## src/common/decode_ctrl_pkg.sv

```systemverilog
package decode_ctrl_pkg;

    typedef logic [5:0] alu_uop_t; // {en, branch, alt, funct3}
    typedef logic [4:0] mem_uop_t; // {en, store, funct3}
    typedef logic [1:0] wb_sel_t;
    typedef logic [1:0] pc_sel_t;

    // ALU microcode bit positions
    localparam int alu_en_bit = 5;
    localparam int alu_branch_bit = 4;
    localparam int alu_alt_bit = 3;
    localparam int alu_fn_lsb = 0;

    // Memory microcode bit positions
    localparam int mem_en_bit = 4;
    localparam int mem_store_bit = 3;
    localparam int mem_fn_lsb = 0;

    // Write-back source
    localparam wb_sel_t wb_sel_alu = 2'd0;
    localparam wb_sel_t wb_sel_imm = 2'd1;
    localparam wb_sel_t wb_sel_mem = 2'd2;
    localparam wb_sel_t wb_sel_npc = 2'd3; // Link address

    // Next PC source
    localparam pc_sel_t pc_sel_npc = 2'd0;
    localparam pc_sel_t pc_sel_jalr = 2'd1;
    localparam pc_sel_t pc_sel_jal = 2'd2;
    localparam pc_sel_t pc_sel_branch = 2'd3; // Taken only if compare holds

endpackage

```

## src/common/rv32_isa_pkg.sv

```systemverilog
package rv32_isa_pkg;

    typedef logic [31:0] instr_t;
    typedef logic [6:0] opcode_t;
    typedef logic [2:0] funct3_t;
    typedef logic [6:0] funct7_t;
    typedef logic [4:0] reg_field_t; // Register specifier as encoded
    typedef logic [31:0] word_t;

    // Major opcode groups that the decoder accepts
    typedef enum logic [3:0] {
        class_invalid,
        class_lui,
        class_auipc,
        class_jal,
        class_jalr,
        class_branch,
        class_load,
        class_store,
        class_opimm,
        class_op
    } opcode_class_e;

    localparam opcode_t opc_lui = 7'b0110111;
    localparam opcode_t opc_auipc = 7'b0010111;
    localparam opcode_t opc_jal = 7'b1101111;
    localparam opcode_t opc_jalr = 7'b1100111;
    localparam opcode_t opc_branch = 7'b1100011;
    localparam opcode_t opc_load = 7'b0000011;
    localparam opcode_t opc_store = 7'b0100011;
    localparam opcode_t opc_opimm = 7'b0010011;
    localparam opcode_t opc_op = 7'b0110011;

    localparam funct7_t funct7_alt = 7'b0100000; // SUB, SRA, SRAI

endpackage
```

## src/common/decode_fields_if.sv

```systemverilog
`timescale 1ns/1ns

interface decode_fields_if import rv32_isa_pkg::*; ();

    opcode_class_e opclass;
    reg_field_t rd;
    reg_field_t rs1;
    reg_field_t rs2;
    funct3_t funct3;
    funct7_t funct7;
    instr_t instr; // Raw word, immediates need scattered bits

    modport producer (
        output opclass, rd, rs1, rs2, funct3, funct7, instr
    );

    modport consumer (
        input opclass, rd, rs1, rs2, funct3, funct7, instr
    );

endinterface

```

## src/design/instruction_decoder.sv

```systemverilog
`timescale 1ns/1ns

module instruction_decoder import rv32_isa_pkg::*, decode_ctrl_pkg::*; #(
    parameter int rf_addr_bits = 4
) (
    input logic clk,
    input logic rst_n,
    input instr_t instr,
    output word_t imm,
    output logic alu_a_sel, // 0 rs1, 1 pc
    output logic alu_b_sel, // 0 rs2, 1 imm
    output wb_sel_t wb_sel,
    output pc_sel_t pc_sel,
    output logic [2*rf_addr_bits+1:0] rd_rf_uop,
    output alu_uop_t ex_alu_uop,
    output mem_uop_t ma_mem_uop,
    output logic [2*rf_addr_bits+1:0] wb_rf_uop,
    output logic fault
);

    decode_fields_if fields_if ();

    opcode_classifier classifier_i (
        .instr(instr),
        .fields(fields_if)
    );

    fault_checker #(
        .rf_addr_bits(rf_addr_bits)
    ) fault_i (
        .clk(clk),
        .rst_n(rst_n),
        .fields(fields_if),
        .fault(fault)
    );

    immediate_builder imm_i (
        .clk(clk),
        .rst_n(rst_n),
        .fields(fields_if),
        .imm(imm)
    );

    stage_control #(
        .rf_addr_bits(rf_addr_bits)
    ) ctrl_i (
        .clk(clk),
        .rst_n(rst_n),
        .fields(fields_if),
        .alu_a_sel(alu_a_sel),
        .alu_b_sel(alu_b_sel),
        .wb_sel(wb_sel),
        .pc_sel(pc_sel),
        .rd_rf_uop(rd_rf_uop),
        .ex_alu_uop(ex_alu_uop),
        .ma_mem_uop(ma_mem_uop),
        .wb_rf_uop(wb_rf_uop)
    );

endmodule

```

## src/design/stage_control.sv

```systemverilog
`timescale 1ns/1ns

module stage_control import rv32_isa_pkg::*, decode_ctrl_pkg::*; #(
    parameter int rf_addr_bits = 4
) (
    input logic clk,
    input logic rst_n,
    decode_fields_if.consumer fields,
    output logic alu_a_sel,
    output logic alu_b_sel,
    output wb_sel_t wb_sel,
    output pc_sel_t pc_sel,
    output logic [2*rf_addr_bits+1:0] rd_rf_uop,
    output alu_uop_t ex_alu_uop,
    output mem_uop_t ma_mem_uop,
    output logic [2*rf_addr_bits+1:0] wb_rf_uop
);

    opcode_class_e cls;
    logic valid;
    logic rd_en;
    logic wb_en;
    logic is_mem;
    logic alt_op;
    logic alt_opimm;
    alu_uop_t alu_next;
    mem_uop_t mem_next;
    wb_sel_t wb_next;
    pc_sel_t pc_next;

    assign cls = fields.opclass;
    assign valid = (cls != class_invalid); // Faulting opcodes get no enables
    assign rd_en = valid && !(cls inside {class_lui, class_auipc, class_jal});
    assign wb_en = valid && !(cls inside {class_store, class_branch});
    assign is_mem = (cls == class_load) || (cls == class_store);
    assign alt_op = (cls == class_op) && (fields.funct3 inside {3'b000, 3'b101});
    assign alt_opimm = (cls == class_opimm) && (fields.funct3 == 3'b101);

    always_comb begin
        alu_next = '0;
        alu_next[alu_en_bit] = valid && !(cls inside {class_lui, class_jal});
        alu_next[alu_branch_bit] = (cls == class_branch);
        alu_next[alu_alt_bit] = fields.funct7[5] && (alt_op || alt_opimm);
        if (cls inside {class_op, class_opimm, class_branch}) begin
            alu_next[alu_fn_lsb +: 3] = fields.funct3;
        end
        mem_next = '0;
        mem_next[mem_en_bit] = is_mem;
        mem_next[mem_store_bit] = (cls == class_store);
        mem_next[mem_fn_lsb +: 3] = fields.funct3; // Width and sign
        case (cls)
            class_lui: wb_next = wb_sel_imm;
            class_load: wb_next = wb_sel_mem;
            class_jal, class_jalr: wb_next = wb_sel_npc;
            default: wb_next = wb_sel_alu;
        endcase
        case (cls)
            class_jalr: pc_next = pc_sel_jalr;
            class_jal: pc_next = pc_sel_jal;
            class_branch: pc_next = pc_sel_branch;
            default: pc_next = pc_sel_npc;
        endcase
    end

    always_ff @(posedge clk) begin
        if (!rst_n) begin
            alu_a_sel <= 1'b0;
            alu_b_sel <= 1'b0;
            wb_sel <= wb_sel_alu;
            pc_sel <= pc_sel_npc;
            rd_rf_uop <= '0;
            ex_alu_uop <= '0;
            ma_mem_uop <= '0;
            wb_rf_uop <= '0;
        end else begin
            alu_a_sel <= (cls == class_auipc); // PC as operand A
            alu_b_sel <= !(cls inside {class_op, class_branch});
            wb_sel <= wb_next;
            pc_sel <= pc_next;
            rd_rf_uop <= {rd_en, 1'b0, fields.rs1[rf_addr_bits-1:0],
                fields.rs2[rf_addr_bits-1:0]};
            ex_alu_uop <= alu_next;
            ma_mem_uop <= mem_next;
            wb_rf_uop <= {wb_en, 1'b1, fields.rd[rf_addr_bits-1:0], {rf_addr_bits{1'b0}}};
        end
    end

endmodule

```

## src/design/immediate_builder.sv

```systemverilog
`timescale 1ns/1ns

module immediate_builder import rv32_isa_pkg::*; (
    input logic clk,
    input logic rst_n,
    decode_fields_if.consumer fields,
    output word_t imm
);

    instr_t ir;
    word_t imm_next;

    assign ir = fields.instr;

    always_comb begin
        case (fields.opclass)
            class_lui, class_auipc: begin
                imm_next = {ir[31:12], 12'b0}; // U format
            end
            class_jal: begin
                imm_next = {{12{ir[31]}}, ir[19:12], ir[20], ir[30:21], 1'b0};
            end
            class_branch: begin
                imm_next = {{20{ir[31]}}, ir[7], ir[30:25], ir[11:8], 1'b0};
            end
            class_store: begin
                imm_next = {{20{ir[31]}}, ir[31:25], ir[11:7]};
            end
            default: begin
                imm_next = {{20{ir[31]}}, ir[31:20]}; // I format
            end
        endcase
    end

    always_ff @(posedge clk) begin
        if (!rst_n) begin
            imm <= '0;
        end else begin
            imm <= imm_next;
        end
    end

endmodule

```

## src/design/fault_checker.sv

```systemverilog
`timescale 1ns/1ns

module fault_checker import rv32_isa_pkg::*; #(
    parameter int rf_addr_bits = 4
) (
    input logic clk,
    input logic rst_n,
    decode_fields_if.consumer fields,
    output logic fault
);

    logic reads_rs1;
    logic reads_rs2;
    logic writes_rd;
    logic bad_funct3;
    logic bad_funct7;
    logic bad_reg;
    logic f7_zero;
    logic f7_alt;

    assign f7_zero = (fields.funct7 == '0);
    assign f7_alt = (fields.funct7 == funct7_alt);

    always_comb begin
        reads_rs1 = 1'b0;
        reads_rs2 = 1'b0;
        writes_rd = 1'b0;
        bad_funct3 = 1'b0;
        bad_funct7 = 1'b0;
        case (fields.opclass)
            class_lui, class_auipc, class_jal: begin
                writes_rd = 1'b1;
            end
            class_jalr: begin
                reads_rs1 = 1'b1;
                writes_rd = 1'b1;
                bad_funct3 = (fields.funct3 != 3'b000);
            end
            class_branch: begin
                reads_rs1 = 1'b1;
                reads_rs2 = 1'b1;
                bad_funct3 = (fields.funct3[2:1] == 2'b01); // 010, 011
            end
            class_load: begin
                reads_rs1 = 1'b1;
                writes_rd = 1'b1;
                bad_funct3 = (fields.funct3 == 3'b011) || (fields.funct3[2:1] == 2'b11);
            end
            class_store: begin
                reads_rs1 = 1'b1;
                reads_rs2 = 1'b1;
                bad_funct3 = fields.funct3[2] || (fields.funct3[1:0] == 2'b11);
            end
            class_opimm: begin
                reads_rs1 = 1'b1;
                writes_rd = 1'b1;
                if (fields.funct3 == 3'b001) begin
                    bad_funct7 = !f7_zero; // SLLI
                end else if (fields.funct3 == 3'b101) begin
                    bad_funct7 = !(f7_zero || f7_alt); // SRLI, SRAI
                end
            end
            class_op: begin
                reads_rs1 = 1'b1;
                reads_rs2 = 1'b1;
                writes_rd = 1'b1;
                bad_funct7 = !(f7_zero ||
                    (f7_alt && (fields.funct3 == 3'b000 || fields.funct3 == 3'b101)));
            end
            default: begin
            end
        endcase
    end

    // Specifier bits beyond the register file
    assign bad_reg = (reads_rs1 && (|(fields.rs1 >> rf_addr_bits))) ||
        (reads_rs2 && (|(fields.rs2 >> rf_addr_bits))) ||
        (writes_rd && (|(fields.rd >> rf_addr_bits)));

    always_ff @(posedge clk) begin
        if (!rst_n) begin
            fault <= 1'b0;
        end else begin
            fault <= (fields.opclass == class_invalid) || bad_funct3 || bad_funct7 || bad_reg;
        end
    end

endmodule

```

## src/design/opcode_classifier.sv

```systemverilog
`timescale 1ns/1ns

module opcode_classifier import rv32_isa_pkg::*; (
    input instr_t instr,
    decode_fields_if.producer fields
);

    opcode_t opcode;

    assign opcode = instr[6:0];

    assign fields.instr = instr;
    assign fields.rd = instr[11:7];
    assign fields.funct3 = instr[14:12];
    assign fields.rs1 = instr[19:15];
    assign fields.rs2 = instr[24:20];
    assign fields.funct7 = instr[31:25];

    // Only legality decision for the opcode
    always_comb begin
        case (opcode)
            opc_lui: begin
                fields.opclass = class_lui;
            end
            opc_auipc: begin
                fields.opclass = class_auipc;
            end
            opc_jal: begin
                fields.opclass = class_jal;
            end
            opc_jalr: begin
                fields.opclass = class_jalr;
            end
            opc_branch: begin
                fields.opclass = class_branch;
            end
            opc_load: begin
                fields.opclass = class_load;
            end
            opc_store: begin
                fields.opclass = class_store;
            end
            opc_opimm: begin
                fields.opclass = class_opimm;
            end
            opc_op: begin
                fields.opclass = class_op;
            end
            default: begin
                fields.opclass = class_invalid; // FENCE, SYSTEM, compressed, reserved
            end
        endcase
    end

endmodule

```

## config.mk

```make
export PLATFORM = sky130hd
export DESIGN_NAME = instruction_decoder
export DESIGN_NICKNAME = d
export VERILOG_FILES = /design/src/common/decode_ctrl_pkg.sv /design/src/common/rv32_isa_pkg.sv /design/src/common/decode_fields_if.sv /design/src/design/instruction_decoder.sv /design/src/design/stage_control.sv /design/src/design/immediate_builder.sv /design/src/design/fault_checker.sv /design/src/design/opcode_classifier.sv
export SDC_FILE = /design/constraint.sdc
export NUM_CORES = 1
export LEC_CHECK = 0
export BUFFER_PORTS_ARGS = -buffer_cell sky130_fd_sc_hd__buf_2
export CORE_MARGIN = 3
export CORE_UTILIZATION = 47
export DETAILED_ROUTE_END_ITERATION = 6
export PLACE_DENSITY_LB_ADDON = 0.2
export SKIP_LAST_GASP = 1
export SYNTH_ARGS = -nofsm -noshare
export SYNTH_HDL_FRONTEND = slang
export SYNTH_SLANG_ARGS = --single-unit
```

## constraint.sdc

```tcl
create_clock -name clk -period 1.5 [get_ports clk]
set_input_delay 0.075 -clock clk [delete_from_list [all_inputs] [get_ports clk]]
set_output_delay 0.075 -clock clk [all_outputs]
set_load 0.1 [all_outputs]
```

---- Yosys cells after proc, flatten, opt, wreduce, memory -nomap -nowiden ----
Index checks and enable logic that the tools add are counted.
operators by class
  reduce and logical (&&, ||, !) cells .... 46
  muxes and demuxes ....................... 12
  eq/ne operators ......................... 25
operator list
  kind                                                 count
  case mux 31 bit (4 select lines)                     1
  case mux 4 bit (9 select lines)                      1
  equality test 7 x 6 -> 1 bit, second input constant  4
  equality test 7 bit, second input constant           3
  equality test 4 x 3 -> 1 bit, second input constant  4
  equality test 7 x 5 -> 1 bit, second input constant  2
  logical OR 1 bit                                     12
  case mux 2 bit (3 select lines)                      2
  logical AND 1 bit                                    10
  two-way mux 9 bit                                    1
  nonzero test 3 bit                                   3
  equality test 4 x 2 -> 1 bit, second input constant  2
  equality test 4 bit, second input constant           2
  nonzero test 2 bit                                   4
  equality test 7 x 2 -> 1 bit, second input constant  1
  logical NOT 1 bit                                    7
  logical NOT 7 bit                                    1
  OR reduction 7 bit                                   1
  OR reduction 6 bit                                   1
  two-way mux 1 bit                                    5
  equality test 2 bit, second input constant           2
  equality test 4 x 1 -> 1 bit, second input constant  1
  logical NOT 4 bit                                    1
  case mux 1 bit (4 select lines)                      1
  other kinds (10)                                     11
storage, ports and cells
  word-level logic and storage cells ...... 96
  register bits ........................... 70

---- Depth between registers and ports, before layout ----
Gate-level depths: netlist of run 1.
  word-level depth ........................ 9
  gate-level depth with buffers ........... 7
  mapped depth without buffers ............ 5

---- Cells and area by module ----
From an unflattened synthesis of run 1, not the netlist that was laid out.
unflattened totals
  cells, all modules ...................... 298
  area total of the unflattened synthesis .. 2932.8 um^2
modules (own cells, without submodules)
  module             area an instance (um^2)  cells an instance  instances  sequential area each (um^2)
  immediate_builder  1178.6                   108                1          640.6
  stage_control      1033.5                   93                 1          640.6
  opcode_classifier  530.5                    72                 1          0.0
  fault_checker      190.2                    25                 1          20.0

---- Worst setup path before layout of run 1 ----
OpenSTA, ideal clock, no wires.
  kind .................................... input port to flip-flop
  start ................................... in instr[3]
  end ..................................... reg imm_i.imm[19]
  data required time ...................... 1.372 ns
  setup slack ............................. 0.334 ns
  cell stages on the path ................. 7
  path buffers ............................ 2
  library setup time ...................... 0.128 ns
  data arrival time ....................... 1.038 ns
  cells stage by stage .................... buf_2 buf_2 nand4b_1 nand2_1 nand3_2 mux2i_1 nor2_1
on the way
  cells in the longest elaborated chain, start to end .. 5
ends and longest elaborated chain
  item                                                                          RTL line                  source
  from (decl)                                                                   instruction_decoder.sv:8  input instr_t instr,
  equality test 7 x 6 -> 1 bit (tied with other cells)                          opcode_classifier.sv:21   case (opcode)
  case mux 4 bit (9 select lines) *                                             opcode_classifier.sv:21
  equality test 4 x 2 -> 1 bit or equality test 4 x 1 -> 1 bit (tied branches)  immediate_builder.sv:16   case (fields.opclass)
  OR reduction 2 bit                                                            immediate_builder.sv:16
  case mux 31 bit (4 select lines) *                                            immediate_builder.sv:16
  to (signal assigned)                                                          immediate_builder.sv:39   imm <= imm_next;
  to (decl)                                                                     immediate_builder.sv:7    output word_t imm
Mark *: on every way between the ends. The rest lies on a longest branch, timed or not.
A chain may end at the register's enable or synchronous reset.

---- Worst setup path in the final report of run 1 ----
  start ................................... in instr[28]
  end ..................................... reg fault_i.fault
on the way
  cells in the longest elaborated chain, start to end .. 8
ends and longest elaborated chain
  item                                                               RTL line                                  source
  equality test 7 x 6 -> 1 bit or logical NOT 7 bit (tied branches)  fault_checker.sv:22, fault_checker.sv:21
  logical OR 1 bit                                                   fault_checker.sv:60                       bad_funct7 = !(f7_zero || f7_alt);
  logical NOT 1 bit                                                  fault_checker.sv:60
  two-way mux 1 bit                                                  fault_checker.sv:59                       end else if (fields.funct3 == 3'b101) begin
  two-way mux 1 bit                                                  fault_checker.sv:57                       if (fields.funct3 == 3'b001) begin
  case mux 1 bit (2 select lines) *                                  fault_checker.sv:30                       case (fields.opclass)
  logical OR 1 bit * (2 in a row)                                    fault_checker.sv:84                       fault <= (fields.opclass == class_invalid) || bad_funct3 || bad_funct7 || bad_reg;
  to (signal assigned)                                               fault_checker.sv:84
  to (decl)                                                          fault_checker.sv:9                        output logic fault
Marks and branches as above.

==> metrics, run 1 <==
status finished clean; Area after DPL 0.00299 mm2; Hold Startpoint instr[24]; Routed Antenna Nets 0; CP Data Arrival Time 1.60 ns; worst hold stages 3; # fillers approximately 380; WP data required 1.73 ns; WP buf/inv 2; dpl hpwl 4.70 mm; RePlAce Congestion approximately 0.83; final max-slew violation count 0; Core Footprint slightly below 0.005 mm2; type of origin of the critical path input port; Initial Utilization around 50%; Final setup viols 0; Rows 25; #FFs+latches synth between 60 and 70; Via Count ~2300; Final Critical Period about 1.4 ns; ys flop type dfxtp_1; CTS Root Cell clkbuf_8; CTS buffer count 9; first-pass GRT wire length between 10 and 15 mm; post-route setup TNS 0 ns; vias per inst between 5 and 6; Hold WS around 0.028 ns; fin crit share 91.6%; die height 77.7 um; design area approximately 0.0034 mm2; FF+latch area 0.00130 mm2; CTS tree built; per-cell routed wire length around 14 um; EDFF count, synth 0; Peak Freq a little over 700 MHz; worst-path cell chain dlygate4sd3_1, buf_2, nor4_4, nand4_1, o21ai_1, a21oi_1, o31a_1; unrepaired setup endpoints after global routing false; CTS sink count between 60 and 70; area of the multi-input gates a little under 0.001 mm2; critical path's slowest cell dlygate4sd3_1; dpl cells 420; pwr dens ~1400 mW/mm2; Hold Path End imm_i.imm[24]; Pleak between 1.5 and 2 nW; initial antenna violation count 0; # diodes 0; most common cell after layout, fill and taps aside buf_2; drt first pass iters 4; Synth cell types 47; CTS H-tree lvls 3; Nets between 400 and 500; HP Class input port to register; crit path capture type register; Worst Path Max Fanout 3; most frequent cells in the layout buf_2 (98), dfxtp_1 (65), nand2_1 (32); CP delay by family, top buffers and inverters; CP peak stage delay 0.55 ns; vias in the first global route 2256; global route overflow 0; Setup CP Type input port to register; DR iter-0 viols about 120; # port buffers 98; Area growth syn-to-layout 42.6%; register area share after synthesis ~54%; Max Buffers Root-to-Sink 2; pin count of the biggest net entering global routing 21; Syn. warnings 0; # DRC 0; Die W 77.7 um; final cell count without fillers 453; Mapped Cells 256; asr flop ratio synth 0%; Post-Syn Area 0.00242 mm2; max_cap viols 0; Tot Pwr between 4 and 5 mW; post-synthesis area per instance ~9.4 um2; Final Hold Viols 0; GRT Total Usage between 20 and 25%; Worst VDD drop between 0.6 and 0.7 mV; final wirelength around 6.6 mm; clock-pin slew on the worst setup and hold paths around 0.070 ns; share of layout cells above drive strength 1 between 30% and 40%; die area 0.00604 mm2; I/O Pins 104
-- cells in the mapped netlist, types with 2 or more instances --
| cell | n | area [um2] |
|---|---|---|
| a21oi_1 | 13 | 65.1 |
| a22o_1 | 2 | 17.5 |
| a31oi_1 | 5 | 31.3 |
| and2_1 | 8 | 50.1 |
| and3_1 | 7 | 43.8 |
| and3b_1 | 2 | 17.5 |
| buf_2 | 4 | 20.0 |
| buf_4 | 8 | 60.1 |
| buf_6 | 3 | 33.8 |
| clkbuf_1 | 5 | 18.8 |
| dfxtp_1 | 65 | 1300 |
| inv_1 | 12 | 45.0 |
| nand2_1 | 32 | 120 |
| nand2_2 | 2 | 12.5 |
| nand2b_1 | 5 | 31.3 |
| nand3_1 | 2 | 10.0 |
| nand4_1 | 4 | 25.0 |
| nor2_1 | 15 | 56.3 |
| nor2b_1 | 3 | 18.8 |
| nor3_1 | 7 | 35.0 |
| nor3b_1 | 2 | 15.0 |
| nor4_1 | 3 | 18.8 |
| nor4_4 | 2 | 42.5 |
| o21ai_0 | 13 | 65.1 |
| o21ai_1 | 6 | 30.0 |
| o2bb2ai_1 | 3 | 26.3 |
| or3_1 | 2 | 12.5 |
| or4b_1 | 2 | 20.0 |
-- cells by family after synthesis --
family | Yosys count | share of synthesized area [%]
AOI/OAI and AO/OA | 51 | 13.1
xor gates and xnor gates | 1 | 0.363
buffers and inverters | 32 | 7.35
DFF | 65 | 53.9
muxes | 2 | 0.880
other | 1 | 0.155
and+or+nand+nor | 104 | 24.3
-- repair_timing --
item,CTS,global route
setup buffers,0,0
hold buffers,17,0
endpoints found under the hold margin,21,0
resized for setup,0,2
endpoints found under the setup margin,0,1
-- metal layers --
layer	GRT usage, %	share of wire, %	vias to the layer above	wire length [um]
met5	0	0	-	0
met4	10.1	1.9	0	128
met3	7.08	8.1	12	530
met2	38.0	49	100	3200
met1	27.4	41	1048	2700
li1	-	-	1117	-
-- final cells by class --
type,instances,share of cell area (%)
clock inverters,6,3.99
well taps,67,2.43
clock buffers,10,3.99
repair buffers,130,22.4
flip-flops and latches,65,37.8
inverters,12,1.31
multi-input cells,163,28.1
-- flip-flops by register name, summed over array words and instances (netlist names), 2 cells and up --
name and cells:
ctrl_i.pc_sel 2, ctrl_i.wb_rf_uop 6, ctrl_i.ma_mem_uop 5, ctrl_i.ex_alu_uop 6
ctrl_i.rd_rf_uop 9, imm_i.imm 32, ctrl_i.wb_sel 2
-- tightest hold or removal path: stages --
cell	delay [ns]
buf_2	0.13
nand2_1	0.06
a21oi_1	0.05
-- where the power goes --
part           internal (mW)  switching [mW]  total (mW)
clock network           1.33           0.663        1.99
registers               1.80          0.0185        1.82
logic                  0.197           0.843        1.04
-- through the flow --
step | utilization, % | setup slack [ns]
6_report | 71.1 | 0.126
5_1_grt | 71.1 | 0.0325
4_1_cts | 70.8 | 0.0166
3_5_place_dp | 61.6 | 0.0907
3_3_place_gp | 61.6 | 0.130
2_1_floorplan | - | 0.334
-- how the worst max path moves through the flow --
stage	start	endpoint	slack, ns	cells after the start
CTS	instr[28]	fault_i.fault	0.02	7
global route	instr[28]	fault_i.fault	0.03	7
floorplan	instr[3]	imm_i.imm[19]	0.33	7
finish	instr[28]	fault_i.fault	0.13	7
global placement	instr[6]	fault_i.fault	0.13	6
detailed placement	instr[4]	imm_i.imm[17]	0.09	6
(Power assumes the default switching activity.)
==> run 2, diff against run 1 <==
- CAP_MARGIN: unset -> 20
- PLACE_DENSITY_LB_ADDON: 0.2 -> 0.05
==> run 2 against run 1 <==
Effect of this change: fmax grew 1.2%; clock-buffer cell count up 2; sequential power about the same; setup slack improved by 0.016 ns; clock power shrank 31%; cell count fell by 1.1%; combinational power is essentially flat; via count decreased by 3.0%; first-iteration DRC count decreased by 13%; die area unchanged; total power shrank 13%; largest cell class unchanged; highest routed layer unchanged.
==> metrics, run 2 (same netlist as run 1, synthesis figures left out) <==
status finished clean; CTS buffer count 9; Setup CP Type input port to register; Largest regs imm_i.imm (32), ctrl_i.rd_rf_uop (9); GRT Total Usage roughly 22%; Hold WS 0.0281 ns; FF+latch area approximately 0.0013 mm2; Tot Pwr ~4.2 mW; DR WL met2 approximately 2.8 mm; wl on met1 2.85 mm; unrepaired setup endpoints after global routing false; CP Data Arrival Time around 1.6 ns; CTS tree built; Pleak approximately 1.6 nW; max_cap viols 0; max reg flops 32; met3 routed WL approximately 400 um; Area growth syn-to-layout 37.4%; CP startpoint instr[13]; Core Footprint just under 0.005 mm2; crit path to fault_i.fault; fin crit share roughly 91%; WP data required around 1.8 ns; share of layout cells above drive strength 1 a little over a third; Nets 410; Rows 25; per-cell routed wire length about 14 um; pin count of the biggest net entering global routing 20; CTS Root Cell clkbuf_8; first-pass GRT wire length between 10 and 15 mm; area of the multi-input gates ~960 um2; final cell count without fillers around 450; dpl hpwl approximately 4.4 mm; initial antenna violation count 0; uppermost routed layer met4; Routed Antenna Nets 0; type of origin of the critical path input port; post-route setup TNS 0 ns; dpl cells approximately 410; vias in the first global route 2093; most frequent cells in the layout buf_2 (98), dfxtp_1 (65), nand2_1 (32); CTS sink count 65; clock-pin slew on the worst setup and hold paths 0.07 ns; Max Buffers Root-to-Sink 2; Worst Path Max Fanout 7; pwr dens approximately 1300 mW/mm2; final wirelength ~6.2 mm; Final Critical Period between 1 and 1.5 ns; drt first pass iters 4; Final Hold Viols 0; # DRC 0; final max-slew violation count 0; crit path capture type register; I/O Pins between 100 and 150; most common cell after layout, fill and taps aside buf_2; die height 77.7 um; global route overflow 0; postcts setup bufs 0; CTS H-tree lvls 3; DR iter-0 viols about 100; Final Util about two thirds; Die W ~78 um; Final setup viols 0; die area around 0.006 mm2; RePlAce Congestion 0.845; # port buffers a little under 100; # diodes 0; # fillers between 300 and 400; largest register by flop count imm_i.imm; Worst VDD drop between 0.6 and 0.7 mV; Via Count 2208; HP Class input port to register; Peak Freq 736 MHz; vias per inst roughly 4.9; Initial Utilization between 40% and 50%
==> run 2: worst min path at each step <==
stage / startpoint / endpoint / cells after the start
6_report: instr[24] / imm_i.imm[24] / 3
5_1_grt: instr[24] / imm_i.imm[24] / 3
4_1_cts: instr[20] / ctrl_i.rd_rf_uop[0] / 2
3_5_place_dp: instr[16] / ctrl_i.rd_rf_uop[5] / 3
3_3_place_gp: instr[16] / ctrl_i.rd_rf_uop[5] / 3
2_1_floorplan: rst_n / ctrl_i.wb_rf_uop[8] / 0
==> run 2: critical path, stage by stage <==
cell and delay (ns):
dlygate4sd3_1 0.53, buf_2 0.18, or4b_1 0.46, o211ai_1 0.10, and3_1 0.17, o31a_1 0.12
==> run 2: per-layer routing <==
metal | global-route usage (%) | up-vias
li1 | - | 1110
met1 | 28.3 | 1010
met2 | 33.9 | 78
met3 | 6.03 | 10
met4 | 9.61 | 0
met5 | 0 | -
==> run 2: layout make-up <==
cell class	instances	share of cell area, %
tap	67	2.52
clock buffer	12	4.97
sequential	65	39.2
clock inverter	4	0.791
inverter	12	1.36
timing repair buffer	125	22.3
multi-input combinational	163	28.9
==> run 2: timing repair <==
action / 4_1_cts / 5_1_grt
endpoints found under the hold margin: 25 / 0
hold buffers: 19 / 0
endpoints found under the setup margin: 0 / 1
resized for setup: 0 / 1
==> run 2: power breakdown <==
part | leakage (nW) | switching (mW) | internal (mW) | total, mW
logic | 0.995 | 0.835 | 0.189 | 1.02
registers | 0.538 | 0.0177 | 1.80 | 1.82
clock network | 0.0984 | 0.648 | 0.731 | 1.38
==> run 2: through the flow <==
stage               instance area [um2]  setup slack [ns]
floorplan                          2430             0.334
global placement                   2930            0.0797
detailed placement                 2930            0.0581
CTS                                3310            0.0475
global route                       3320            0.0616
finish                             3320             0.142
==> run 3, diff against run 2 <==
- ABC_AREA: unset -> 0
- CORE_UTILIZATION: 47 -> 40
==> run 3 against run 2 <==
Effect of this change: critical endpoint unchanged; critical path depth is 1 higher; die area is 16% higher; critical path type unchanged; cell count is 1.6% higher; via count is 1.3% lower; setup slack worse by 0.016 ns; first-iteration DRC count is 29% higher; fmax is 1.2% lower; utilization is 9.6 points lower; total power is 1.8% higher; sequential power hardly changed; final area is 0.64% higher.
==> metrics, run 3 (same netlist as run 1, synthesis figures left out) <==
status finished clean; die area 0.00701 mm2; Peak Freq 728 MHz; CTS Root Cell clkbuf_8; Nets 412; final max-slew violation count 0; Final setup viols 0; I/O Pins approximately 100; unrepaired setup endpoints after global routing false; Sw Ratio between 30% and 40%; Final Util 58.9%; Initial Utilization a little over two fifths; Worst Path Max Fanout 3; Routed Antenna Nets 0; # diodes 0; Worst VDD drop 0.909 mV; CTS sink count 65; die height 83.7 um; Final Critical Period 1.37 ns; Max Buffers Root-to-Sink 2; Rows 27; Internal 2.80 mW; clock-pin slew on the worst setup and hold paths 0.07 ns; fin crit share roughly nine tenths; per-cell routed wire length around 14 um; CTS tree built; Tot Pwr between 4 and 5 mW; worst-path cell chain dlygate4sd3_1, buf_2, nor4_2, nand4_1, o21ai_1, a21oi_1, o31a_1; CP peak stage delay about 0.55 ns; crit path capture type register; DR WL met2 slightly below 3 mm; CTS H-tree lvls 3; Die W ~84 um; Largest regs imm_i.imm (32), ctrl_i.rd_rf_uop (9); pwr dens 1290 mW/mm2; most common cell after layout, fill and taps aside buf_2; Via Count around 2200; Final Hold Viols 0; postcts setup bufs 0; first-pass GRT wire length 10.7 mm; sequential share of power between 40% and 50%; clock share of power 33.7%; drt first pass iters 4; largest register by flop count imm_i.imm; WP data required 1.72 ns; Area growth syn-to-layout 38.3%; vias in the first global route roughly 2200; # port buffers 98; CTS buffer count 9; dpl hpwl about 4.8 mm; most frequent cells in the layout buf_2 (98), dfxtp_1 (65), nand2_1 (32); GRT Total Usage between 10% and 20%; final wirelength about 6.4 mm; max reg flops 32; share of layout cells above drive strength 1 a little over a third; type of origin of the critical path input port; DR iter-0 viols 130; switching pwr 1.50 mW; CP Data Arrival Time 1.60 ns; post-route setup TNS 0 ns; RePlAce Congestion between 0.8 and 0.9; vias per inst 4.79; initial antenna violation count 0; # DRC 0; global route overflow 0; max_cap viols 0; logic gate share of total power a little under a quarter; uppermost routed layer met4; wl on met1 approximately 2.9 mm; critical path's slowest cell dlygate4sd3_1; Pleak ~1.6 nW; Setup CP Type input port to register; HP Class input port to register; met3 routed WL about 450 um; pin count of the biggest net entering global routing 18; Core Footprint 0.00568 mm2
[run 3: changes by cell type in the layout (fill, tap and decap cells not counted), sizes merged]
cell | before | now
dlygate4sd3 | 19 | 17
buf | 106 | 110
clkinv | 3 | 2
bufinv | 0 | 1
clkinvlp | 1 | 2
clkbuf | 12 | 11
[run 3: through the flow]
| stage | cells | instance area [um2] | hold WS [ns] | setup slack (ns) |
|---|---|---|---|---|
| 2_1_floorplan | 260 | 2430 | 0.103 | 0.334 |
| 3_3_place_gp | 422 | 2970 | 0.289 | 0.120 |
| 3_5_place_dp | 422 | 2970 | 0.288 | 0.0795 |
| 4_1_cts | 455 | 3340 | 0.00240 | 0.0828 |
| 5_1_grt | 455 | 3340 | 0.0213 | 0.0359 |
| 6_report | 455 | 3340 | 0.0205 | 0.126 |
[run 3: power groups by stage]
stage               clock network (mW)  logic (mW)  registers (mW)
floorplan                            0       0.245            2.44
global placement                     0       0.992            1.86
detailed placement                   0       0.995            1.86
CTS                               1.49        1.03            1.82
global route                      1.56        1.08            1.83
finish                            1.45        1.03            1.82
[run 3: path summary, 6_finish.rpt]
kind	startpoint	to	slack (ns)	cells past startpoint
min	instr[13]	ctrl_i.ex_alu_uop[3]	0.02	2
max	instr[28]	fault_i.fault	0.13	7
[run 3: cell type report]
cell class	count	area, um2
fill	521	2330
sequential	65	1300
clock buffer	11	141
clock inverter	5	55.1
timing repair buffer	127	751
multi-input combinational	163	958
inverter	12	45.0
tap	72	90.1
[run 3: critical path: cells and delay by family]
kind | cells | cell delay, ns
and+or+nand+nor | 2 | 0.39
buffers and inverters | 2 | 0.70
AOI/OAI and AO/OA | 3 | 0.44
[run 3: layer usage]
layer | up-vias | GRT usage [%]
met3 | 6 | 5.63
li1 | 1113 | -
met5 | - | 0
met2 | 81 | 30.4
met4 | 0 | 5.99
met1 | 980 | 24.5
[run 3: timing repair]
action,in CTS,in global routing
hold endpoints to repair,18,0
resized for setup,0,1
setup endpoints to repair,0,1
hold buffers,17,0
